`config.mk`:
```
export PLATFORM = sky130hd
export DESIGN_NAME = axi_mem_read_ctrl
export DESIGN_NICKNAME = d
export VERILOG_FILES = /design/src/hw/axi_mem_pkg.sv /design/src/hw/axi_mem_read_ctrl.sv /design/src/hw/axi_mem_beat_counter.sv
export VERILOG_INCLUDE_DIRS = /design/src /design/src/hw
export SDC_FILE = /design/constraint.sdc
export NUM_CORES = 1
export LEC_CHECK = 0
export BUFFER_PORTS_ARGS = -buffer_cell sky130_fd_sc_hd__buf_2
export CORE_UTILIZATION = 42
export CTS_CLUSTER_DIAMETER = 50
export CTS_CLUSTER_SIZE = 25
export DETAILED_ROUTE_END_ITERATION = 12
export PLACE_DENSITY = 0.76
export SKIP_LAST_GASP = 1
export SYNTH_ARGS = -nofsm -noshare
export SYNTH_HDL_FRONTEND = slang
export SYNTH_SLANG_ARGS = --single-unit
```
`constraint.sdc`:
```
create_clock -name clk_i -period 1.85 [get_ports clk_i]
set_input_delay 0.555 -clock clk_i [delete_from_list [all_inputs] [get_ports clk_i]]
set_output_delay 0.555 -clock clk_i [all_outputs]
set_load 0.05 [all_outputs]
```
`src/hw/axi_mem_consts.svh`:
```
`ifndef AXI_MEM_CONSTS_SVH
`define AXI_MEM_CONSTS_SVH

// Bus widths
`define AXI_MEM_ADDR_W 16
`define AXI_MEM_DATA_W 32
`define AXI_MEM_ID_W 4
`define AXI_MEM_LEN_W 8

// Storage depth in data words, and request queue depth
`define AXI_MEM_WORDS 1024
`define AXI_MEM_FIFO_DEPTH 4

// AXI response codes
`define AXI_MEM_RESP_OKAY 2'd0
`define AXI_MEM_RESP_SLVERR 2'd2

`endif
```
`src/hw/axi_mem_pkg.sv`:
```
`default_nettype none

`include "axi_mem_consts.svh"

package axi_mem_pkg;

  localparam int unsigned STRB_W = `AXI_MEM_DATA_W / 8;
  localparam int unsigned BYTE_OFF_W = $clog2(STRB_W);
  localparam int unsigned WORD_ADDR_W = $clog2(`AXI_MEM_WORDS);

  typedef logic [`AXI_MEM_ADDR_W-1:0] addr_t;
  typedef logic [`AXI_MEM_DATA_W-1:0] data_t;
  typedef logic [STRB_W-1:0] strb_t;
  typedef logic [`AXI_MEM_ID_W-1:0] id_t;
  typedef logic [`AXI_MEM_LEN_W-1:0] len_t;
  typedef logic [WORD_ADDR_W-1:0] word_addr_t;
  typedef logic [1:0] resp_t;

  // One accepted AW or AR request, already reduced to a word index
  typedef struct packed {
    id_t        id;
    word_addr_t word_addr;
    len_t       len;
  } burst_req_t;

endpackage

`default_nettype wire

```
`src/hw/axi_mem_read_ctrl.sv`:
```
`default_nettype none

`include "axi_mem_consts.svh"

module axi_mem_read_ctrl (
  input  logic                    clk_i,
  input  logic                    rst_i,
  input  logic                    req_empty_i,
  input  axi_mem_pkg::burst_req_t req_head_i,
  output logic                    req_pop_o,
  output logic                    r_valid_o,
  output axi_mem_pkg::data_t      r_data_o,
  output axi_mem_pkg::id_t        r_id_o,
  output axi_mem_pkg::resp_t      r_resp_o,
  output logic                    r_last_o,
  input  logic                    r_ready_i,
  output logic                    mem_re_o,
  output axi_mem_pkg::word_addr_t mem_raddr_o,
  input  axi_mem_pkg::data_t      mem_rdata_i
);
  import axi_mem_pkg::*;

  typedef enum logic [1:0] {R_IDLE, R_READ, R_WAIT, R_PRESENT} state_t;

  state_t     state_q;
  id_t        id_q;
  data_t      r_data_q;
  logic       r_fire;
  logic       cnt_last;
  word_addr_t cnt_addr;

  assign req_pop_o = (state_q == R_IDLE) && !req_empty_i;
  assign r_valid_o = (state_q == R_PRESENT);
  assign r_fire    = r_valid_o && r_ready_i;

  axi_mem_beat_counter beat_counter_inst (
    .clk_i       (clk_i),
    .rst_i       (rst_i),
    .load_i      (req_pop_o),
    .start_addr_i(req_head_i.word_addr),
    .len_i       (req_head_i.len),
    .step_i      (r_fire && !cnt_last),
    .word_addr_o (cnt_addr),
    .last_o      (cnt_last)
  );

  always_ff @(posedge clk_i) begin
    if (rst_i) begin
      state_q <= R_IDLE;
    end else begin
      case (state_q)
        R_IDLE:    if (req_pop_o) state_q <= R_READ;
        // Array output shows up one cycle after the enable
        R_READ:    state_q <= R_WAIT;
        R_WAIT:    state_q <= R_PRESENT;
        R_PRESENT: if (r_fire) state_q <= cnt_last ? R_IDLE : R_READ;
        default:   state_q <= R_IDLE;
      endcase
    end
  end

  always_ff @(posedge clk_i) begin
    if (req_pop_o) id_q <= req_head_i.id;
    if (state_q == R_WAIT) r_data_q <= mem_rdata_i;
  end

  assign mem_re_o    = (state_q == R_READ);
  assign mem_raddr_o = cnt_addr;

  // Counter stays put while presenting, so its flag marks the final beat
  assign r_data_o = r_data_q;
  assign r_id_o   = id_q;
  assign r_resp_o = `AXI_MEM_RESP_OKAY;
  assign r_last_o = cnt_last;

  // R payload holds while the master stalls
  assert property (@(posedge clk_i) disable iff (rst_i)
    r_valid_o && !r_ready_i |=> r_valid_o && $stable(r_data_o) && $stable(r_id_o)
      && $stable(r_last_o))
    else $error("R payload changed while stalled");

endmodule

`default_nettype wire

```
`src/hw/axi_mem_beat_counter.sv`:
```
`default_nettype none

`include "axi_mem_consts.svh"

module axi_mem_beat_counter (
  input  logic                    clk_i,
  input  logic                    rst_i,
  input  logic                    load_i,
  input  axi_mem_pkg::word_addr_t start_addr_i,
  input  axi_mem_pkg::len_t       len_i,
  input  logic                    step_i,
  output axi_mem_pkg::word_addr_t word_addr_o,
  output logic                    last_o
);
  import axi_mem_pkg::*;

  word_addr_t addr_q;
  len_t       remaining_q;

  always_ff @(posedge clk_i) begin
    if (rst_i) begin
      addr_q      <= '0;
      remaining_q <= '0;
    end else if (load_i) begin
      addr_q      <= start_addr_i;
      remaining_q <= len_i;
    end else if (step_i) begin
      // Bursts wrap around the end of the array
      addr_q      <= (addr_q == word_addr_t'(`AXI_MEM_WORDS - 1)) ? '0 : addr_q + 1'b1;
      remaining_q <= remaining_q - 1'b1;
    end
  end

  assign word_addr_o = addr_q;
  assign last_o      = (remaining_q == '0);

endmodule

`default_nettype wire

```
==> results.md <==
* Outcome: finished, violations left
* Failing checks: DRC, setup timing
* Largest cells by area after synthesis: edfxtp_1, dfxtp_1, ha_1, nand3_1, a211oi_1
* TNS Setup at -109.7 ps
* Area occupied by multi-input gates at 919.6 sq um
* Initial antenna violation count at 0
* Post-Synth Simple-Gate Area at 0.1398
* Rows at 27
* CTS root buf: clkbuf_8
* Max FO, Critical Path at 2
* Clk sink count at 56
* Synthesized-area fraction occupied by adder cells at 0.04188
* Gpl congestion at between 0.8 and 0.9
* Largest net degree at the start of global routing at 33
* Syn_area_per_cell at 12.58 sq um
* Drt pass-1 iters at 8
* N_diodes at 0
* CTS tree: built
* Seq pwr share at 0.357
* Hold buffers post-CTS at 0
* Routed WL at around 5600 microns
* Critical path arrival at around 1400 ps
* CP Data Required Time at 1290 ps
* GRT Overall Usage at 0.1891
* Critical path endpoint category: output pin
* Detailed placement HPWL at between 4000 and 5000 microns
* Mux cell area share after synthesis at 0.004188
* CP Launch Type: flop
* Fmax at 0.5153 GHz
* Maximum VDD drop at about 0.76 mV
* Clk buf depth at 2
* Pre-CTS setup slack at -1.945 ps
* Switch Pwr at ~2400 uW
* Die Wd at 77.43 microns
* Count leader, synth: edfxtp_1
* YS warnings at 0
* Yosys cell types at 49
* Clock Power Share at 0.123
* Overflow after GRT at 0
* DIE HEIGHT at between 70 and 80 microns
* Largest family of logic cells by synthesized area: simple AND/OR/NAND/NOR gates
* Crit path time final at 1941 ps
* Power per cell area at 1587 mW/mm^2
* Hold Crit Class: input port to flop
* Final nets at between 300 and 400
* Placeable Area at 0.005507 sq mm
* CP Launch Point: beat_counter_inst.remaining_q[0]
* Drt wl/cell at 14.31 microns
* Final setup margin at -90.59 ps
* Sw Share at 0.4550
* Most instantiated cells after synthesis: edfxtp_1, dfxtp_1, nand3_1, nand2_1, nor2_1
* Starting Density at 0.4340
* Final period util at 1.049
* Worst skew pair latency at about 300 ps
* DR DRC count at 2
* Mapped Cells at 190
* RSZ-0062 raised after global routing: yes
* Core Util, Final at 0.6130
* Post-synth top flop: edfxtp_1
* Total CTS buffers at 5
* Logic gate share of total power at 0.521
* Final Non-Filler Cells at 394
* Synth Area in Compound Gates at 0.1335
* Worst-path clk slew at 100 ps
* Port bufs at 107
* Yosys reg bits at 56
* Leak Pwr at 0.001385 uW
* Number of routed nets with antenna violations at 0
* Top Ports at 110
* Storage cell area at 0.001494 sq mm
* First-pass GRT wire length at 8804 microns
* Post-Route Skew at 11.46 ps
* Drt initial violations at 141
* Layout cells sized above 1 at 0.5248
* Total of max-cap violations at 0
* Vias per cell at 5.053
* Vias at between 1,500 and 2,000
* Die area at 0.005995 sq mm
* Placed cells at between 300 and 400
* Synth Cell Area at 0.002390 sq mm
* # H-tree levels at 2
* Hold WS at 417.4 ps
* Hold Startpoint: mem_rdata_i[9]
* Max Slew Vio Count at 0
* Post-synth ARST share at 0
* Final Setup Violations at 2
* Area Overhead vs Synth at 41.26%
* Vias in the first global route at around 1,900
* Final Hold Fails at 0
* Xor/xnor cell area share of the yosys netlist at 0.02565
* Critical R2R Launch: beat_counter_inst.remaining_q[0]
* Crit Path Class: flop to output pin
* Synth area leader: edfxtp_1
* Sequential share of the synthesized area at 0.6199
* Yosys top cell area share at 0.4524
* Number of synthesized flops with an enable pin at 36
* # fillers at 442
* Internal at around 2900 uW
cell type report:
type | count | share of cell area
Clock buffer | 5 | 0.02039
Tap cell | 72 | 0.02669
Sequential cell | 56 | 0.4425
Clock inverter | 3 | 0.006672
Timing Repair Buffer | 133 | 0.2224
Inverter | 8 | 0.008895
Multi-Input combinational cell | 117 | 0.2724
cells in the final DEF (no fill, tap or decap), drive strengths merged, types with 3 or more instances in the layout:
master | Yosys | layout
a211oi | 10 | 10
a31oi | 6 | 6
buf | 4 | 133
clkbuf | 6 | 5
dfxtp | 20 | 20
edfxtp | 36 | 36
ha | 8 | 8
inv | 8 | 9
nand2 | 12 | 12
nand3 | 14 | 14
nor2 | 11 | 11
nor4 | 6 | 6
o211ai | 3 | 3
o21ai | 3 | 3
xnor2 | 6 | 6
worst max-delay path, cell delays in order, from the launching register on:
cell     delay (ps)
dfxtp_2         340
inv_2            70
ha_4            120
nor4b_4         210
and2_4          200
buf_8           140
power by group through the flow:
stage / registers [uW] / clock network (uW) / logic (uW)
after global routing: 1940 / 733 / 2970
after global placement: 1930 / 0 / 2430
after detailed placement: 1940 / 0 / 2460
after CTS: 1910 / 683 / 2660
final: 1910 / 657 / 2790
after floorplan: 2770 / 0 / 964
final timing paths:
check	endpoint	cells after the start	slack (ps)
worst min-delay path	r_data_o[9]	1	420
worst max register to register	beat_counter_inst.remaining_q[6]	8	-20
worst min register to register	beat_counter_inst.remaining_q[6]	2	580
worst max-delay path	r_last_o	5	-90
cell families after synthesis:
| kind of cell | count (synthesis) |
|---|---|
| xor gates and xnor gates | 7 |
| muxes | 1 |
| other | 1 |
| DFF | 56 |
| adders and majority gates | 8 |
| AOI/OAI and AO/OA | 40 |
| buffers and inverters | 18 |
| and+or+nand+nor | 59 |
per-stage QoR:
step | cell area (sq um) | total power (uW)
floorplan | 2412 | 3732
global placement | 3129 | 4359
detailed placement | 3129 | 4404
finish | 3376 | 5357
global route | 3376 | 5651
CTS | 3318 | 5253
repair_timing:
item                       CTS  global route
setup endpoints to repair    2             7
pin swaps                    2             6
gates resized for setup     19            11
buffers inserted             6             1
registers in the layout (all words and copies together) (netlist names):
signal	flops
beat_counter_inst.remaining_q	8
state_q	2
r_data_o	32
beat_counter_inst.word_addr_o	10
r_id_o	4
per-layer routing:
metal / wire, microns / track usage / part of all wire
met1: 2464 / 0.2412 / 0.44
met2: 2742 / 0.3239 / 0.49
met3: 379 / 0.04118 / 0.067
met4: 50 / 0.04906 / 0.0089
met5: 0 / 0 / 0
Power figures use the tool's default switching activity.
