File: config.mk
export PLATFORM = sky130hd
export DESIGN_NAME = axi_mem_write_ctrl
export DESIGN_NICKNAME = d
export VERILOG_FILES = /design/src/hw/axi_mem_pkg.sv /design/src/hw/axi_mem_write_ctrl.sv /design/src/hw/axi_mem_beat_counter.sv
export VERILOG_INCLUDE_DIRS = /design/src /design/src/hw
export SDC_FILE = /design/constraint.sdc
export NUM_CORES = 1
export LEC_CHECK = 0
export BUFFER_PORTS_ARGS = -buffer_cell sky130_fd_sc_hd__buf_2
export CORE_MARGIN = 2
export CORE_UTILIZATION = 41
export CTS_CLUSTER_DIAMETER = 30
export DETAILED_ROUTE_END_ITERATION = 7
export GPL_TIMING_DRIVEN = 0
export PLACE_DENSITY = 0.81
export SKIP_CTS_REPAIR_TIMING = 1
export SLEW_MARGIN = 40
export SYNTH_ARGS = -nofsm -noshare
export SYNTH_HDL_FRONTEND = slang
export SYNTH_SLANG_ARGS = --single-unit
File: constraint.sdc
create_clock -name clk_i -period 4.17 [get_ports clk_i]
set_input_delay 0.2085 -clock clk_i [delete_from_list [all_inputs] [get_ports clk_i]]
set_output_delay 0.2085 -clock clk_i [all_outputs]
set_load 0.01 [all_outputs]
File: src/hw/axi_mem_consts.svh
`ifndef AXI_MEM_CONSTS_SVH
`define AXI_MEM_CONSTS_SVH

// Bus widths
`define AXI_MEM_ADDR_W 16
`define AXI_MEM_DATA_W 32
`define AXI_MEM_ID_W 4
`define AXI_MEM_LEN_W 8

// Storage depth in data words, and request queue depth
`define AXI_MEM_WORDS 1024
`define AXI_MEM_FIFO_DEPTH 4

// AXI response codes
`define AXI_MEM_RESP_OKAY 2'd0
`define AXI_MEM_RESP_SLVERR 2'd2

`endif
File: src/hw/axi_mem_pkg.sv
`default_nettype none

`include "axi_mem_consts.svh"

package axi_mem_pkg;

  localparam int unsigned STRB_W = `AXI_MEM_DATA_W / 8;
  localparam int unsigned BYTE_OFF_W = $clog2(STRB_W);
  localparam int unsigned WORD_ADDR_W = $clog2(`AXI_MEM_WORDS);

  typedef logic [`AXI_MEM_ADDR_W-1:0] addr_t;
  typedef logic [`AXI_MEM_DATA_W-1:0] data_t;
  typedef logic [STRB_W-1:0] strb_t;
  typedef logic [`AXI_MEM_ID_W-1:0] id_t;
  typedef logic [`AXI_MEM_LEN_W-1:0] len_t;
  typedef logic [WORD_ADDR_W-1:0] word_addr_t;
  typedef logic [1:0] resp_t;

  // One accepted AW or AR request, already reduced to a word index
  typedef struct packed {
    id_t        id;
    word_addr_t word_addr;
    len_t       len;
  } burst_req_t;

endpackage

`default_nettype wire

File: src/hw/axi_mem_write_ctrl.sv
`default_nettype none

`include "axi_mem_consts.svh"

module axi_mem_write_ctrl (
  input  logic                    clk_i,
  input  logic                    rst_i,
  input  logic                    req_empty_i,
  input  axi_mem_pkg::burst_req_t req_head_i,
  output logic                    req_pop_o,
  input  logic                    w_valid_i,
  input  axi_mem_pkg::data_t      w_data_i,
  input  axi_mem_pkg::strb_t      w_strb_i,
  input  logic                    w_last_i,
  output logic                    w_ready_o,
  output logic                    b_valid_o,
  output axi_mem_pkg::id_t        b_id_o,
  output axi_mem_pkg::resp_t      b_resp_o,
  input  logic                    b_ready_i,
  output logic                    mem_we_o,
  output axi_mem_pkg::word_addr_t mem_waddr_o,
  output axi_mem_pkg::data_t      mem_wdata_o,
  output axi_mem_pkg::strb_t      mem_wstrb_o
);
  import axi_mem_pkg::*;

  typedef enum logic [1:0] {W_IDLE, W_DATA, W_RESP} state_t;

  state_t     state_q;
  id_t        id_q;
  logic       mismatch_q;
  logic       w_fire;
  logic       cnt_last;
  word_addr_t cnt_addr;

  assign req_pop_o = (state_q == W_IDLE) && !req_empty_i;
  assign w_ready_o = (state_q == W_DATA);
  assign w_fire    = w_valid_i && w_ready_o;

  axi_mem_beat_counter beat_counter_inst (
    .clk_i       (clk_i),
    .rst_i       (rst_i),
    .load_i      (req_pop_o),
    .start_addr_i(req_head_i.word_addr),
    .len_i       (req_head_i.len),
    .step_i      (w_fire && !cnt_last),
    .word_addr_o (cnt_addr),
    .last_o      (cnt_last)
  );

  always_ff @(posedge clk_i) begin
    if (rst_i) begin
      state_q    <= W_IDLE;
      mismatch_q <= 1'b0;
    end else begin
      case (state_q)
        W_IDLE: if (req_pop_o) begin
          state_q    <= W_DATA;
          mismatch_q <= 1'b0;
        end
        W_DATA: if (w_fire) begin
          // Sticky, so one wrong beat taints the whole burst
          if (w_last_i != cnt_last) mismatch_q <= 1'b1;
          if (cnt_last) state_q <= W_RESP;
        end
        W_RESP: if (b_ready_i) state_q <= W_IDLE;
        default: state_q <= W_IDLE;
      endcase
    end
  end

  always_ff @(posedge clk_i) begin
    if (req_pop_o) id_q <= req_head_i.id;
  end

  assign b_valid_o = (state_q == W_RESP);
  assign b_id_o    = id_q;
  assign b_resp_o  = mismatch_q ? `AXI_MEM_RESP_SLVERR : `AXI_MEM_RESP_OKAY;

  assign mem_we_o    = w_fire;
  assign mem_waddr_o = cnt_addr;
  assign mem_wdata_o = w_data_i;
  assign mem_wstrb_o = w_strb_i;

  // B payload holds while the master stalls
  assert property (@(posedge clk_i) disable iff (rst_i)
    b_valid_o && !b_ready_i |=> b_valid_o && $stable(b_id_o) && $stable(b_resp_o))
    else $error("B payload changed while stalled");

endmodule

`default_nettype wire

File: src/hw/axi_mem_beat_counter.sv
`default_nettype none

`include "axi_mem_consts.svh"

module axi_mem_beat_counter (
  input  logic                    clk_i,
  input  logic                    rst_i,
  input  logic                    load_i,
  input  axi_mem_pkg::word_addr_t start_addr_i,
  input  axi_mem_pkg::len_t       len_i,
  input  logic                    step_i,
  output axi_mem_pkg::word_addr_t word_addr_o,
  output logic                    last_o
);
  import axi_mem_pkg::*;

  word_addr_t addr_q;
  len_t       remaining_q;

  always_ff @(posedge clk_i) begin
    if (rst_i) begin
      addr_q      <= '0;
      remaining_q <= '0;
    end else if (load_i) begin
      addr_q      <= start_addr_i;
      remaining_q <= len_i;
    end else if (step_i) begin
      // Bursts wrap around the end of the array
      addr_q      <= (addr_q == word_addr_t'(`AXI_MEM_WORDS - 1)) ? '0 : addr_q + 1'b1;
      remaining_q <= remaining_q - 1'b1;
    end
  end

  assign word_addr_o = addr_q;
  assign last_o      = (remaining_q == '0);

endmodule

`default_nettype wire

==> results of run 1 <==
power by group:
group / switching [mW] / internal (mW)
combinational: 0.0934 / 0.0952
clock: 0.0784 / 0.0669
sequential: 0.0244 / 0.266
final timing paths:
| check | startpoint | slack (ns) | endpoint | depth (start not counted) |
|---|---|---|---|---|
| worst max-delay path | state_q[1] | 1.73 | req_pop_o | 5 |
| worst min register to register | mismatch_q | 0.51 | mismatch_q | 2 |
| worst min-delay path | req_head_i[18] | 0.11 | b_id_o[0] | 1 |
| worst max register to register | beat_counter_inst.remaining_q[0] | 1.91 | beat_counter_inst.word_addr_o[1] | 7 |
layout by cell type (no fill, tap or decap), drive strengths merged, types with 3 or more instances in the layout:
master and n:
a21oi 12, xnor2 7, a32oi 3, edfxtp 4
o21ai 6, a31oi 4, o211ai 4, dfxtp 21
nand3 5, inv 6, clkbuf 5, buf 126
nor2 15, nor4 3, nor3 4, nand2 12
and3 3, ha 3, a211oi 4
flip-flops by register name, summed over array words and instances, names as in the netlist:
signal / cells
beat_counter_inst.remaining_q: 8
state_q: 2
b_id_o: 4
mismatch_q: 1
beat_counter_inst.word_addr_o: 10
kinds of logic (layout without fill, tap and decap cells):
kind of cell	after synthesis	after routing	synth area share
XOR/XNOR	8	8	0.0430
buffers and inverters	53	139	0.217
adder cells (fa/ha/maj)	3	3	0.0230
AND/OR/NAND/NOR	57	57	0.196
other	1	1	0.00230
AO/OA/AOI/OAI	40	40	0.187
flip-flops	25	25	0.332
cell type report:
class | instances | area [um2]
Inverter | 7 | 26.3
Tap cell | 48 | 60.1
Multi-Input combinational cell | 109 | 734
Fill cell | 382 | 1600
Buffer | 46 | 328
Clock buffer | 3 | 41.3
Sequential cell | 25 | 541
Clock inverter | 1 | 5.00
Timing Repair Buffer | 82 | 410
routing by layer:
metal | vias up | share of wire | track usage
met5 | - | 0 | 0
met4 | 0 | 0.0043 | 0.0230
met3 | 2 | 0.095 | 0.0422
met2 | 80 | 0.47 | 0.304
met1 | 705 | 0.43 | 0.234
li1 | 793 | - | -
critical path: cells and delay by family (launching register included):
kind                   cells  cell delay [ns]
buffers and inverters      4             1.26
DFF                        1             0.34
and+or+nand+nor            1             0.36
through the flow:
| step | hold WS, ns | std cells |
|---|---|---|
| 6_report | 0.107 | 321 |
| 3_5_place_dp | 0.389 | 317 |
| 5_1_grt | 0.0993 | 321 |
| 2_1_floorplan | 0.307 | 187 |
| 3_3_place_gp | 0.392 | 317 |
| 4_1_cts | 0.0984 | 321 |
==> impl_metrics.yaml, run 1 <==
status:
  outcome: "finished clean"
route:
  num_vias: 1580
  antenna_left: 0
  drt_wl_total_mm: 3.96
  drtPass1Iterations: 4
  drc: 0
  avgViaCountPerCell: 4.92
  wl_per_cell_um: 12.3
  drt_iter0_drc: 61
timing:
  worstMarginPinSlew_ns: 0.759
  final-hold-violation-count: 0
  fin_worst_skew_ns: 0.00483
  fin_crit_ns: 2.44
  max_slew_margin: 0.494
  fmax_ghz: 0.410
  drv_slew: 0
  fin_tns_setup_ns: 0
  setup_ws_ns: 1.73
  rsz0062_at_grt: "false"
  setup_viol: 0
  post-route-period-util: 0.585
cells_and_area:
  drive_above_1_share: 0.524
  final_area_um2: 2150
  area_growth_pct: 31.7
  nets: 341
  final_util: 0.573
  antennaDiodeCount: 0
power:
  power_density_nw_per_um2: 291
  total_power_uw: 625
  ir_drop_uv: 215
  p_leak_nw: 1.01
cts:
  cts_sinks: 25
  cts_tree: "done"
  cts-root-buf: "clkbuf_8"
  cts_buffer_depth: 2
  h-tree-depth: 1
  cts_buffers: 3
  clock_latency_ns: 0.27
  clk_pin_slew_ns: 0.09
die:
  dieArea_um2: 4490
  num_io_pins: 120
  core.rowCount: 22
  core-area_um2: 3740
  initial_utilization: 0.435
  die_w_um: 67.0
  die_y_um: 67.0
critical_path:
  path_class: "register to primary output"
  cp.required_ns: 3.96
  crit_path_top_delay_cell: "buf_1"
  path_common_cell: "buf_2"
  cp.arrival_ns: 2.23
  cpPeakStageDelay_ns: 0.61
  critPathMaxFanout: 14
  end_kind: "primary output"
  crit_path_start_kind: "register"
  worstPathCellList: "or3_1, buf_2, clkinv_1, buf_1, buf_2"
placed_design:
  portBuffers: 82
  place_congestion: 0.858
  dpl_cell_area_um2: 2100
  hpwlAfterDp_mm: 3.11
  dp_worst_setup_slack_ns: 1.92
run:
  maxCapViolCount: 0
yosys:
  synth-edff-count: 4
  syn_avg_cell_area_um2: 8.71
  syn_area_um2: 1630
  syn_inst: 187
  ys_types: 50
  synth_top_area_share: 0.258
  ys_warn_count: 0
  synth_nets: 254
  ys_top_cells_by_count: "38 x buf_4, 21 x dfxtp_1, 13 x nor2_1, 12 x a21oi_1, 12 x nand2_1"
  ys_seq_area_frac: 0.332
  synth_flop_cell: "dfxtp_1"
  synth.area.top_cells: "dfxtp_1 26%, buf_4 18%, edfxtp_1 7.4%, xnor2_1 3.8%, a21oi_1 3.7%"
  ys_seq_elements: 25
  async_reset_ff_frac: 0
  synth_area_leader_cell: "dfxtp_1"
  synth_most_common_cell: "buf_4"
grt:
  grt_pass1_vias: 1406
  track_usage: 0.179
  grt_max_degree: 15
  grt_pass1_wl_mm: 6.24
  antenna_found_initial: 0
  grt_overflow: 0
worst_hold_path:
  min_path_type: "input pin to register"
Power figures use the tool's default switching activity.
==> run 2: changes to the inputs <==
Settings changed: CORE_UTILIZATION 41 to 40, PLACE_DENSITY 0.81 to 0.8.
Clock period 4.17 ns to 2.4 ns, I/O delays scaled along.
==> impl_metrics.yaml, run 2 (same netlist as run 1, synthesis figures left out) <==
cells_and_area:
  area_growth_pct: 32.6
  largest_reg_flops: 10
  antennaDiodeCount: 0
  nets: 342
  nFillCells: 382
  final_cell_mix: "86 x buf_2, 39 x buf_4, 21 x dfxtp_1"
  drive_above_1_share: 0.529
  final_common_cell: "buf_2"
cts:
  clock_latency_ns: 0.27
  cts_tree: "done"
  cts-root-buf: "clkbuf_8"
  clk_pin_slew_ns: 0.09
  cts_sinks: 25
  cts_buffer_depth: 2
  h-tree-depth: 1
  cts_buffers: 3
grt:
  grt_most_used_layer: "met2"
  grt.met3_usage: 0.0345
  grt_pass1_vias: 1316
  met2_usage: 0.275
  track_usage: 0.166
  grt_overflow: 0
  grt_max_degree: 16
  grt_util_met1: 0.221
  grt_pass1_wl_mm: 5.87
  antenna_found_initial: 0
status:
  outcome: "finished clean"
route:
  avgViaCountPerCell: 4.94
  drt_iter0_drc: 59
  drc: 0
  drtPass1Iterations: 4
  antenna_left: 0
  drt_wl_total_mm: 3.94
  num_vias: 1601
  wl_per_cell_um: 12.2
timing:
  rsz0062_at_grt: "false"
  fin_crit_ns: 2.18
  fmax_ghz: 0.459
  final-hold-violation-count: 0
  max_slew_margin: 0.599
  worstMarginPinSlew_ns: 0.596
  drv_slew: 0
  setup_viol: 0
  fin_worst_skew_ns: 0.00491
  fin_tns_setup_ns: 0
  post-route-period-util: 0.909
  setup_ws_ns: 0.219
die:
  core-area_um2: 3970
  die_y_um: 67.8
  initial_utilization: 0.410
  die_w_um: 67.8
  num_io_pins: 120
  dieArea_um2: 4600
  core.rowCount: 23
critical_path:
  critPathMaxFanout: 8
  end_kind: "register"
  cp.arrival_ns: 2.33
  cp.required_ns: 2.55
  crit_path_start_kind: "register"
  path_class: "register to register"
  r2r_slack_ns: 0.22
placed_design:
  hpwlAfterDp_mm: 3.07
  place_congestion: 0.847
  dp_worst_setup_slack_ns: 0.159
  portBuffers: 82
power:
  p_leak_nw: 1.01
  power_density_nw_per_um2: 506
  total_power_mw: 1.09
  ir_drop_uv: 286
run:
  maxCapViolCount: 0
worst_hold_path:
  min_path_type: "input pin to register"
==> run 2: layer usage <==
metal / wire [um] / share of wire
met5: 0 / 0
met3: 320 / 0.081
met1: 1660 / 0.42
met4: 45 / 0.011
met2: 1910 / 0.48
==> run 2: worst paths after layout <==
| kind | startpoint | to | cells past startpoint |
|---|---|---|---|
| hold / removal | req_head_i[18] | b_id_o[0] | 1 |
| setup reg to reg | beat_counter_inst.remaining_q[0] | beat_counter_inst.word_addr_o[1] | 8 |
| hold reg to reg | mismatch_q | mismatch_q | 2 |
| setup / recovery | beat_counter_inst.remaining_q[0] | beat_counter_inst.word_addr_o[1] | 8 |
==> run 2: stage by stage <==
stage	hold slack, ns	area [um2]	instances	util
global placement	0.304	2100	319	0.529
detailed placement	0.304	2100	319	0.529
finish	0.0181	2160	324	0.544
global route	0.00472	2160	324	0.544
CTS	0.0169	2150	323	0.542
floorplan	0.219	1630	187	-
==> run 2: final cells by class <==
type,instances,area (um2),area share
Inverter,7,26.3,0.0122
Tap cell,50,62.6,0.0290
Timing Repair Buffer,83,418,0.194
Multi-Input combinational cell,109,734,0.340
Clock inverter,1,7.51,0.00348
Sequential cell,25,541,0.250
Clock buffer,3,41.3,0.0191
Buffer,46,329,0.152
==> run 2: critical path, cell delays in order (launching register included) <==
cell and delay (ns):
dfxtp_1 0.34, inv_1 0.10, ha_1 0.15, or4b_4 0.50
o41ai_4 0.29, buf_4 0.22, a31oi_2 0.09, a222oi_1 0.33
nor2_1 0.06
==> run 2: power breakdown <==
part	switching, mW	total [mW]	leakage, nW	internal, mW
combinational	0.163	0.330	0.780	0.167
clock	0.141	0.259	0.0217	0.118
sequential	0.0417	0.504	0.211	0.463
total	0.346	1.09	1.01	0.748
