==> src/hw/axi_mem_consts.svh <==
`ifndef AXI_MEM_CONSTS_SVH
`define AXI_MEM_CONSTS_SVH

// Bus widths
`define AXI_MEM_ADDR_W 16
`define AXI_MEM_DATA_W 32
`define AXI_MEM_ID_W 4
`define AXI_MEM_LEN_W 8

// Storage depth in data words, and request queue depth
`define AXI_MEM_WORDS 1024
`define AXI_MEM_FIFO_DEPTH 4

// AXI response codes
`define AXI_MEM_RESP_OKAY 2'd0
`define AXI_MEM_RESP_SLVERR 2'd2

`endif
==> src/hw/axi_mem_pkg.sv <==
`default_nettype none

`include "axi_mem_consts.svh"

package axi_mem_pkg;

  localparam int unsigned STRB_W = `AXI_MEM_DATA_W / 8;
  localparam int unsigned BYTE_OFF_W = $clog2(STRB_W);
  localparam int unsigned WORD_ADDR_W = $clog2(`AXI_MEM_WORDS);

  typedef logic [`AXI_MEM_ADDR_W-1:0] addr_t;
  typedef logic [`AXI_MEM_DATA_W-1:0] data_t;
  typedef logic [STRB_W-1:0] strb_t;
  typedef logic [`AXI_MEM_ID_W-1:0] id_t;
  typedef logic [`AXI_MEM_LEN_W-1:0] len_t;
  typedef logic [WORD_ADDR_W-1:0] word_addr_t;
  typedef logic [1:0] resp_t;

  // One accepted AW or AR request, already reduced to a word index
  typedef struct packed {
    id_t        id;
    word_addr_t word_addr;
    len_t       len;
  } burst_req_t;

endpackage

`default_nettype wire

==> src/hw/axi_mem_req_fifo.sv <==
`default_nettype none

`include "axi_mem_consts.svh"

module axi_mem_req_fifo (
  input  logic                    clk_i,
  input  logic                    rst_i,
  input  logic                    push_i,
  input  axi_mem_pkg::burst_req_t push_data_i,
  output logic                    full_o,
  input  logic                    pop_i,
  output axi_mem_pkg::burst_req_t head_o,
  output logic                    empty_o
);
  import axi_mem_pkg::*;

  localparam int unsigned DEPTH = `AXI_MEM_FIFO_DEPTH;
  localparam int unsigned PTR_W = $clog2(DEPTH);
  localparam int unsigned CNT_W = $clog2(DEPTH + 1);

  burst_req_t       entries [DEPTH];
  logic [PTR_W-1:0] wr_ptr;
  logic [PTR_W-1:0] rd_ptr;
  logic [CNT_W-1:0] count;

  // Circular increment, also correct for a depth that is not a power of two
  function automatic logic [PTR_W-1:0] next_ptr(input logic [PTR_W-1:0] ptr);
    return (ptr == PTR_W'(DEPTH - 1)) ? '0 : ptr + 1'b1;
  endfunction

  assign full_o  = (count == CNT_W'(DEPTH));
  assign empty_o = (count == '0);
  assign head_o  = entries[rd_ptr];

  always_ff @(posedge clk_i) begin
    if (rst_i) begin
      wr_ptr <= '0;
      rd_ptr <= '0;
      count  <= '0;
    end else begin
      if (push_i) wr_ptr <= next_ptr(wr_ptr);
      if (pop_i) rd_ptr <= next_ptr(rd_ptr);
      case ({push_i, pop_i})
        2'b10:   count <= count + 1'b1;
        2'b01:   count <= count - 1'b1;
        default: count <= count;
      endcase
    end
  end

  always_ff @(posedge clk_i) begin
    if (push_i) entries[wr_ptr] <= push_data_i;
  end

  // The top and the state machines must honour the flags
  assert property (@(posedge clk_i) disable iff (rst_i) push_i |-> !full_o)
    else $error("Push into a full request queue");
  assert property (@(posedge clk_i) disable iff (rst_i) pop_i |-> !empty_o)
    else $error("Pop from an empty request queue");

endmodule

`default_nettype wire

==> config.mk <==
export PLATFORM = sky130hd
export DESIGN_NAME = axi_mem_req_fifo
export DESIGN_NICKNAME = d
export VERILOG_FILES = /design/src/hw/axi_mem_pkg.sv /design/src/hw/axi_mem_req_fifo.sv
export VERILOG_INCLUDE_DIRS = /design/src /design/src/hw
export SDC_FILE = /design/constraint.sdc
export NUM_CORES = 1
export LEC_CHECK = 0
export ABC_CLOCK_PERIOD_IN_PS = 1750
export BUFFER_PORTS_ARGS = -buffer_cell sky130_fd_sc_hd__buf_4
export CAP_MARGIN = 10
export CORE_MARGIN = 3
export CORE_UTILIZATION = 30
export CTS_CLUSTER_DIAMETER = 80
export CTS_CLUSTER_SIZE = 12
export DETAILED_ROUTE_END_ITERATION = 12
export HOLD_SLACK_MARGIN = 0.05
export PLACE_DENSITY = 0.49
export RECOVER_POWER = 50
export SLEW_MARGIN = 15
export SYNTH_ARGS = -nofsm -noshare
export SYNTH_HDL_FRONTEND = slang
export SYNTH_SLANG_ARGS = --single-unit
==> constraint.sdc <==
create_clock -name clk_i -period 1.75 [get_ports clk_i]
set_input_delay 0.2625 -clock clk_i [delete_from_list [all_inputs] [get_ports clk_i]]
set_output_delay 0.2625 -clock clk_i [all_outputs]
set_load 0.1 [all_outputs]
==> results.json, run 1 <==
{
  "synth_nets": 195,
  "grt_first_pass_wirelength_mm": 10.1,
  "clock-sinks": 97,
  "finalPower_mw": 5.78,
  "hp-start": "rst_i",
  "path_class": "reg2out",
  "dpl_cell_area_mm2": 0.00429,
  "cts_root_buffer": "clkbuf_16",
  "rows": 39,
  "cp.required_ns": 1.49,
  "fin_area_mm2": 0.00461,
  "synth_ff_type": "edfxtp_1",
  "vias_per_cell": 4.52,
  "synth_warnings": 0,
  "fp.dieArea_mm2": 0.0134,
  "synth_top_cell_by_area": "edfxtp_1",
  "grt_max_degree": 23,
  "tightest_slew_ns": 0.280,
  "failed_checks": "negative setup slack",
  "drtIter0Drc": 102,
  "synthesis.area_mm2": 0.00363,
  "cellPowerDensity_mw_per_mm2": 1250,
  "area_growth_pct": 27.2,
  "worstPathMaxFanout": 12,
  "leakagePower_nw": 1.56,
  "period_share": 1.09,
  "port_buffers": 49,
  "hp-class": "in2reg",
  "cts_buffers": 9,
  "clock_skew_ns": 0.00876,
  "hold_buffers": 0,
  "post_drt_wl_per_cell_um": 16.7,
  "insertion_delay_ns": 0.33,
  "period_needed_ns": 1.91,
  "grt_setup_unrepaired": "yes",
  "yosys.area.top_type_share": 0.729,
  "r2r_start": "count[0]",
  "ff2ff_path_depth": 5,
  "drt_wl_total_mm": 6.31,
  "seq_area_frac_synth": 0.778,
  "gp_congestion": 0.682,
  "drc_errors": 0,
  "outcome": "finished with violations",
  "drive_above_1_share": 0.325,
  "ir_worst_vdd_v": 0.000492,
  "hold_viol": 0,
  "synthArstFlopShare": 0,
  "clockBufferDepth": 2,
  "synth_edf_count": 88,
  "finalNonFillerCells": 377,
  "cts.clk_slew.worst_paths_ns": 0.07,
  "ant_nets": 0,
  "die_x_um": 116,
  "worst_ep_arrival_time_ns": 1.65,
  "post-place-ws_ns": 0.0123,
  "maxSlewHeadroom": 0.813,
  "utilization": 0.397,
  "final_nets": 263,
  "synth.avg_cell_area_um2": 22.4,
  "ys_types": 19,
  "dp.cells": 361,
  "ff2ff_setup_slack_ns": 0.12,
  "initial_core_util": 0.312,
  "dp_hpwl_mm": 4.05,
  "core_area_mm2": 0.0116,
  "cts_max_level": 3,
  "first_global_vias": 1753,
  "antenna_cells": 0,
  "startpoint_type": "flop",
  "synth.area.top_cells": "edfxtp_1 73%, mux4_2 12%, dfxtp_1 5.0%",
  "clock.fmax_mhz": 523,
  "endpoint_kind": "primary output",
  "via_count": 1705,
  "overflow": 0,
  "ys_ff_latch": 97,
  "synth_common_cells": "88 x edfxtp_1, 20 x mux4_2, 9 x dfxtp_1",
  "worst_r2r_endpoint": "count[2]",
  "fin_setup_tns_ns": -2.79,
  "grt.total_usage": 0.105,
  "setup_slack_ns": -0.160,
  "antenna_found_initial": 0,
  "die_height_um": 116,
  "synth_most_common_cell": "edfxtp_1",
  "hold_end": "wr_ptr[1]",
  "dr.pass1.iters": 4,
  "cts_tree": "built",
  "whs_path_depth": 2,
  "maxSlewViolCount": 0,
  "synthCells": 162,
  "max-cap-violations": 0,
  "ios": 50,
  "setup_violations": 22,
  "whs_ns": 0.146
}
## how the worst max path moves through the flow
stage                  to  slack (ns)  cells past startpoint
3_5_place_dp     count[2]        0.01                      8
3_3_place_gp     count[2]        0.05                      8
4_1_cts         head_o[0]       -0.20                      3
2_1_floorplan  head_o[10]        0.08                      1
5_1_grt        head_o[16]       -0.24                      3
6_report        head_o[0]       -0.16                      3
## cell families (layout without fill, tap and decap cells)
group,Yosys count,in the layout,share of synthesized area
xor gates and xnor gates,2,2,0.00483
DFF,97,97,0.778
adders and majority gates,7,7,0.0262
AOI/OAI and AO/OA,5,5,0.00690
and+or+nand+nor,16,16,0.0231
muxes,24,24,0.144
buffers and inverters,11,83,0.0162
## per-layer routing
| layer | global-route usage | vias up | share of wire |
|---|---|---|---|
| li1 | - | 789 | - |
| met1 | 0.139 | 864 | 0.46 |
| met2 | 0.158 | 48 | 0.49 |
| met3 | 0.0444 | 4 | 0.044 |
| met4 | 0.0348 | 0 | 0.0052 |
| met5 | 0 | - | 0 |
## layout make-up
type                       instances  area (um2)
clock inverter                     6        82.6
inverter                           7        26.3
sequential                        97        2830
fill                            1057        7000
multi-input combinational         54         752
timing repair buffer              61         520
clock buffer                       9         225
tap                              143         179
## cells in the final DEF (no fill, tap or decap), types with 2 or more instances in the layout
cell type,netlist,routed
a21oi_1,4,4
and2_1,4,4
buf_12,0,5
buf_4,0,12
buf_6,2,20
bufinv_16,0,2
clkbuf_1,0,22
clkbuf_16,0,9
clkinv_2,0,2
dfxtp_1,9,8
edfxtp_1,88,88
ha_1,6,6
inv_1,7,7
mux2i_1,2,2
mux4_2,20,21
nor2_1,7,7
nor3b_1,2,2
xor2_1,2,2
## state kept, by name, summed over array words and instances (netlist names), named ones only
| name | flops |
|---|---|
| wr_ptr | 2 |
| entries | 88 |
| rd_ptr | 2 |
| count | 3 |
## critical path, cell delays in order (launching register included)
cell	delay, ns
dfxtp_4	0.39
buf_12	0.17
mux4_2	0.53
buf_6	0.20
## where the power goes
part           internal (mW)  total [mW]  leakage, nW  switching, mW
Clock                   1.24        2.01        0.153          0.771
Sequential              2.63        2.67        0.883         0.0390
Combinational          0.326        1.10        0.527          0.775
Total                   4.20        5.78         1.56           1.58
## what timing repair did
| action | CTS | global route |
|---|---|---|
| gates resized for setup | 26 | 1 |
| endpoints found under the setup margin | 22 | 22 |
| gates cloned | 0 | 0 |
| setup buffers | 1 | 0 |
Note: power is estimated with default switching activity, not from simulation.
==> run 2: changes to the inputs <==
- ABC_AREA: default -> 1
- CTS_BUF_LIST: default -> sky130_fd_sc_hd__clkbuf_4 sky130_fd_sc_hd__clkbuf_8
- SETUP_SLACK_MARGIN: default -> 0.4
==> run 2 against run 1 <==
Net effect: the run still ends with negative setup slack left; non-clock buffer count up 17; design area rose by 27%; synthesized cell count up 69%; highest routed layer unchanged; via count rose by 40%.
==> results.json, run 2 <==
{
  "outcome": "finished with violations",
  "failed_checks": "negative setup slack",
  "final_nets": 384,
  "ys_types": 19,
  "hold_viol": 0,
  "synthArstFlopShare": 0,
  "cts_root_buffer": "clkbuf_8",
  "endpoint_kind": "primary output",
  "startpoint_type": "flop",
  "period_needed_ns": 1.82,
  "clock_skew_ns": 0.00712,
  "dp_hpwl_mm": 5.04,
  "gp_congestion": 0.680,
  "core_area_mm2": 0.0121,
  "grt_max_degree": 23,
  "die_height_um": 118,
  "cts_tree": "built",
  "maxSlewHeadroom": 0.830,
  "cp.required_ns": 1.49,
  "synth_top_cell_by_area": "edfxtp_1",
  "initial_core_util": 0.310,
  "path_class": "reg2out",
  "grt_first_pass_wirelength_mm": 13.7,
  "final_common_cell": "edfxtp_1",
  "synth_common_cells": "88 x edfxtp_1, 49 x nor2_1, 30 x o21ai_0",
  "synthCells": 273,
  "ios": 50,
  "r2r_start": "wr_ptr[0]",
  "drc_errors": 0,
  "cts_buffers": 9,
  "grt.total_usage": 0.130,
  "area_growth_pct": 55.5,
  "synth_nets": 306,
  "post-place-ws_ns": 0.120,
  "ff2ff_setup_slack_ns": 0.42,
  "via_count": 2391,
  "fp.dieArea_mm2": 0.0139,
  "ys_ff_latch": 97,
  "yosys.area.top_type_share": 0.704,
  "dr.pass1.iters": 4,
  "synth.area.top_cells": "edfxtp_1 70%, nor2_1 4.9%, dfxtp_1 4.8%",
  "ir_worst_vdd_v": 0.000554,
  "vias_per_cell": 4.56,
  "final_cell_mix": "88 x edfxtp_1, 32 x buf_12, 24 x o21ai_2, 24 x nor2_2, 23 x clkbuf_1",
  "ff2ff_path_depth": 5,
  "clock-sinks": 97,
  "maxSlewViolCount": 0,
  "synth_ff_type": "edfxtp_1",
  "synth_edf_count": 88,
  "synthesis.area_mm2": 0.00375,
  "setup_violations": 19,
  "cts_max_level": 3,
  "seq_area_frac_synth": 0.752,
  "synth.avg_cell_area_um2": 13.8,
  "cts.clk_slew.worst_paths_ns": 0.09,
  "leakagePower_nw": 1.93,
  "post_drt_wl_per_cell_um": 16.2,
  "largest_register_ffs": 88,
  "setup_slack_ns": -0.0731,
  "hp-class": "in2reg",
  "largest_registers": "entries: 88 flops, count: 3 flops",
  "antenna_cells": 0,
  "worstPathMaxFanout": 6,
  "worst_r2r_endpoint": "entries[0][18]",
  "cellPowerDensity_mw_per_mm2": 1020,
  "overflow": 0,
  "synth_most_common_cell": "edfxtp_1",
  "period_share": 1.04,
  "grt_setup_unrepaired": "yes",
  "ant_nets": 0,
  "tightest_slew_ns": 0.254,
  "synth_warnings": 0,
  "utilization": 0.482,
  "regMostFlops": "entries",
  "worst_ep_arrival_time_ns": 1.56,
  "insertion_delay_ns": 0.36,
  "drtIter0Drc": 102,
  "port_buffers": 49,
  "clockBufferDepth": 2,
  "hp-start": "push_data_i[16]",
  "first_global_vias": 2453,
  "max-cap-violations": 0,
  "crit_end": "head_o[15]",
  "rows": 40,
  "die_x_um": 118,
  "drive_above_1_share": 0.497,
  "antenna_found_initial": 0,
  "drt_wl_total_mm": 8.51,
  "clock.fmax_mhz": 549
}
[run 2: changes by cell type after synthesis, sizes merged, moves of 2 or more]
cell and change:
nand2 +8, and2 -4, nor3b -2, nor2 +42
mux4 -22, o21ai +47, xor2 -2, buf +9
inv +11, mux2i -2, nor3 +3, o22ai +22
[run 2: cells by family after synthesis]
family	synth area share
DFF	0.752
AOI/OAI and AO/OA	0.107
and+or+nand+nor	0.0653
adders and majority gates	0.0253
buffers and inverters	0.0503
[run 2: worst min path at each step]
| stage | to | cells after the start | slack [ns] |
|---|---|---|---|
| finish | entries[1][16] | 1 | 0.15 |
| global route | entries[1][16] | 1 | 0.14 |
| CTS | entries[1][16] | 1 | 0.07 |
| detailed placement | wr_ptr[0] | 2 | 0.45 |
| global placement | wr_ptr[0] | 2 | 0.44 |
| floorplan | wr_ptr[0] | 1 | 0.33 |
[run 2: area by class of cell]
class	instances	area [um2]
fillers	1098	6270
flip-flops and latches	97	2840
multi-input cells	145	1400
repair buffers	78	1060
well taps	168	210
clock buffers	10	131
inverters	18	101
clock inverters	6	58.8
repair inverters	2	36.3
[run 2: repair_timing]
item,in CTS,in global routing
pin swaps,7,6
gates resized for setup,159,15
hold endpoints to repair,1,0
buffers inserted,9,0
endpoints found under the setup margin,69,80
hold buffers,1,0
cloned,6,1
[run 2: metal layers]
metal / part of all wire / global-route usage / vias up
met5: 0 / 0 / -
met4: 0.0099 / 0.0440 / 0
met1: 0.43 / 0.164 / 1185
met3: 0.044 / 0.0384 / 7
li1: - / - / 1157
met2: 0.52 / 0.216 / 42
[run 2: power breakdown]
part,switching (mW),internal [mW],leakage [nW]
sequential,0.0639,2.64,0.886
combinational,1.14,0.703,0.951
clock,0.737,0.667,0.0931
total,1.94,4.01,1.93
[run 2: metrics by stage]
stage               area, um2  hold slack, ns  cells  total power [mW]  setup TNS, ns
global placement         4870           0.440    491              4.16              0
finish                   5840           0.151    524              5.95         -0.628
detailed placement       4870           0.447    491              4.16              0
floorplan                4280           0.327    273              3.86              0
global route             5840           0.136    524              6.22          -2.23
CTS                      5860          0.0713    523              6.03          -1.14
[run 2: critical path, stage by stage (launching register included)]
cell	delay [ns]
dfxtp_4	0.40
buf_12	0.14
buf_12	0.11
buf_16	0.13
o21ai_4	0.06
o22ai_4	0.17
buf_12	0.20
==> run 3: changes to the inputs <==
- ABC_AREA: 1 -> 0
- CORE_ASPECT_RATIO: default -> 0.7
==> run 3 against run 2 <==
Net effect: combinational power shrank 37%; critical path depth shrank 3; final cell count shrank 27%; routed wire length shrank 20%; via count shrank 28%; the run still ends with negative setup slack left; total power shrank 9.0%; worst hold slack lost 0.040 ns; first-iteration DRC count grew 18%; global-route usage shrank 2.8 points.
==> results.json, run 3 (synthesis gave the netlist of run 1 again) <==
{
  "outcome": "finished with violations",
  "failed_checks": "negative setup slack",
  "ff2ff_setup_slack_ns": 0.31,
  "cts_max_level": 3,
  "antenna_cells": 0,
  "cts_buffers": 9,
  "worst_ep_arrival_time_ns": 1.65,
  "endpoint_kind": "primary output",
  "setup_violations": 22,
  "vias_per_cell": 4.46,
  "max-cap-violations": 0,
  "drt_wl_total_mm": 6.82,
  "cellPowerDensity_mw_per_mm2": 1180,
  "die_height_um": 98.0,
  "ir_worst_vdd_v": 0.000621,
  "worstPathMaxFanout": 11,
  "ios": 50,
  "cp_num_buf_inv": 2,
  "via_count": 1713,
  "fp.dieArea_mm2": 0.0135,
  "whs_path_depth": 2,
  "hold_viol": 0,
  "post_drt_wl_per_cell_um": 17.8,
  "maxSlewHeadroom": 0.508,
  "cts_tree": "built",
  "crit_chain": "buf_12 > mux4_2 > buf_8",
  "clock_skew_ns": 0.00699,
  "path_class": "reg2out",
  "post-place-ws_ns": 0.0602,
  "cts_root_buffer": "clkbuf_8",
  "multi_input_area_um2": 807,
  "final_cell_mix": "88 x edfxtp_1, 23 x clkbuf_1, 22 x mux4_2",
  "ff2ff_path_depth": 5,
  "core_area_mm2": 0.0114,
  "dp_hpwl_mm": 4.03,
  "first_global_vias": 1790,
  "largest_register_ffs": 88,
  "cp_slowest_cell": "mux4_2",
  "clock-sinks": 97,
  "register_area_mm2": 0.00284,
  "grt_setup_unrepaired": "yes",
  "cts.clk_slew.worst_paths_ns": 0.09,
  "maxSlewViolCount": 0,
  "ant_nets": 0,
  "grt_max_degree": 23,
  "tightest_slew_ns": 0.738,
  "finalPower_mw": 5.41,
  "regMostFlops": "entries",
  "drive_above_1_share": 0.394,
  "clock.fmax_mhz": 522,
  "antenna_found_initial": 0,
  "critical-path-top-delay-family": "multiplexers",
  "insertion_delay_ns": 0.36,
  "drc_errors": 0,
  "clockBufferDepth": 2,
  "post_cts.repair.setup_buffers": 0,
  "startpoint_type": "flop",
  "grt_first_pass_wirelength_mm": 10.1,
  "area_growth_pct": 26.7,
  "largest_registers": "entries: 88 flops, count: 3 flops",
  "final.fill_count": 1057,
  "initial_core_util": 0.318,
  "grt.total_usage": 0.103,
  "fin_area_mm2": 0.00459,
  "overflow": 0,
  "hp-class": "in2reg",
  "critPathMaxStageDelay_ns": 0.56,
  "rows": 32,
  "period_share": 1.09,
  "gp_congestion": 0.655,
  "final_common_cell": "edfxtp_1",
  "whs_ns": 0.111,
  "leakagePower_nw": 1.50,
  "drtIter0Drc": 120,
  "die_x_um": 137,
  "setup_slack_ns": -0.164,
  "cp.required_ns": 1.49,
  "dr.pass1.iters": 4,
  "dpl_cell_area_mm2": 0.00430,
  "final_nets": 259,
  "port_buffers": 49,
  "cp.depth": 3,
  "period_needed_ns": 1.91
}
## run 3: routing by layer
layer	vias to the layer above	global-route usage	wire length [um]
met5	-	0	0
met1	881	0.135	3050
met4	0	0.0322	82
li1	786	-	-
met2	39	0.151	3160
met3	7	0.0499	530
## run 3: repair_timing
| item | in CTS | in global routing |
|---|---|---|
| endpoints found under the hold margin | 0 | 0 |
| gates cloned | 0 | 3 |
| hold buffers | 0 | 0 |
| gates resized for setup | 37 | 6 |
| pin swaps | 5 | 2 |
| endpoints found under the setup margin | 69 | 66 |
## run 3: stage by stage
stage / util / std cells / TNS (ns)
after global placement: 0.376 / 365 / 0
after floorplan: - / 162 / 0
final: 0.403 / 384 / -2.96
after global routing: 0.403 / 384 / -4.65
after CTS: 0.407 / 381 / -3.88
after detailed placement: 0.376 / 365 / 0
## run 3: where the power goes
part / switching, mW / internal [mW] / leakage [nW]
clock network: 0.766 / 0.817 / 0.106
logic: 0.801 / 0.355 / 0.509
registers: 0.0414 / 2.63 / 0.885
## run 3: area by class of cell
class | instances | area share
clock buffers | 9 | 0.0270
clock inverters | 7 | 0.0221
inverters | 7 | 0.00899
multi-input cells | 57 | 0.176
flip-flops and latches | 97 | 0.617
well taps | 153 | 0.0417
repair buffers | 54 | 0.107
## run 3: worst reg2reg max path, stage by stage, from the launching register on
cell	delay, ns
dfxtp_4	0.40
inv_4	0.04
fa_2	0.35
xor2_1	0.15
or3_1	0.32
a21oi_2	0.11
## run 3: path summary, 6_finish.rpt
| path | to | from |
|---|---|---|
| hold reg to reg | count[1] | count[1] |
| hold / removal | count[2] | rst_i |
| setup / recovery | head_o[7] | flop |
| setup reg to reg | count[2] | count[0] |
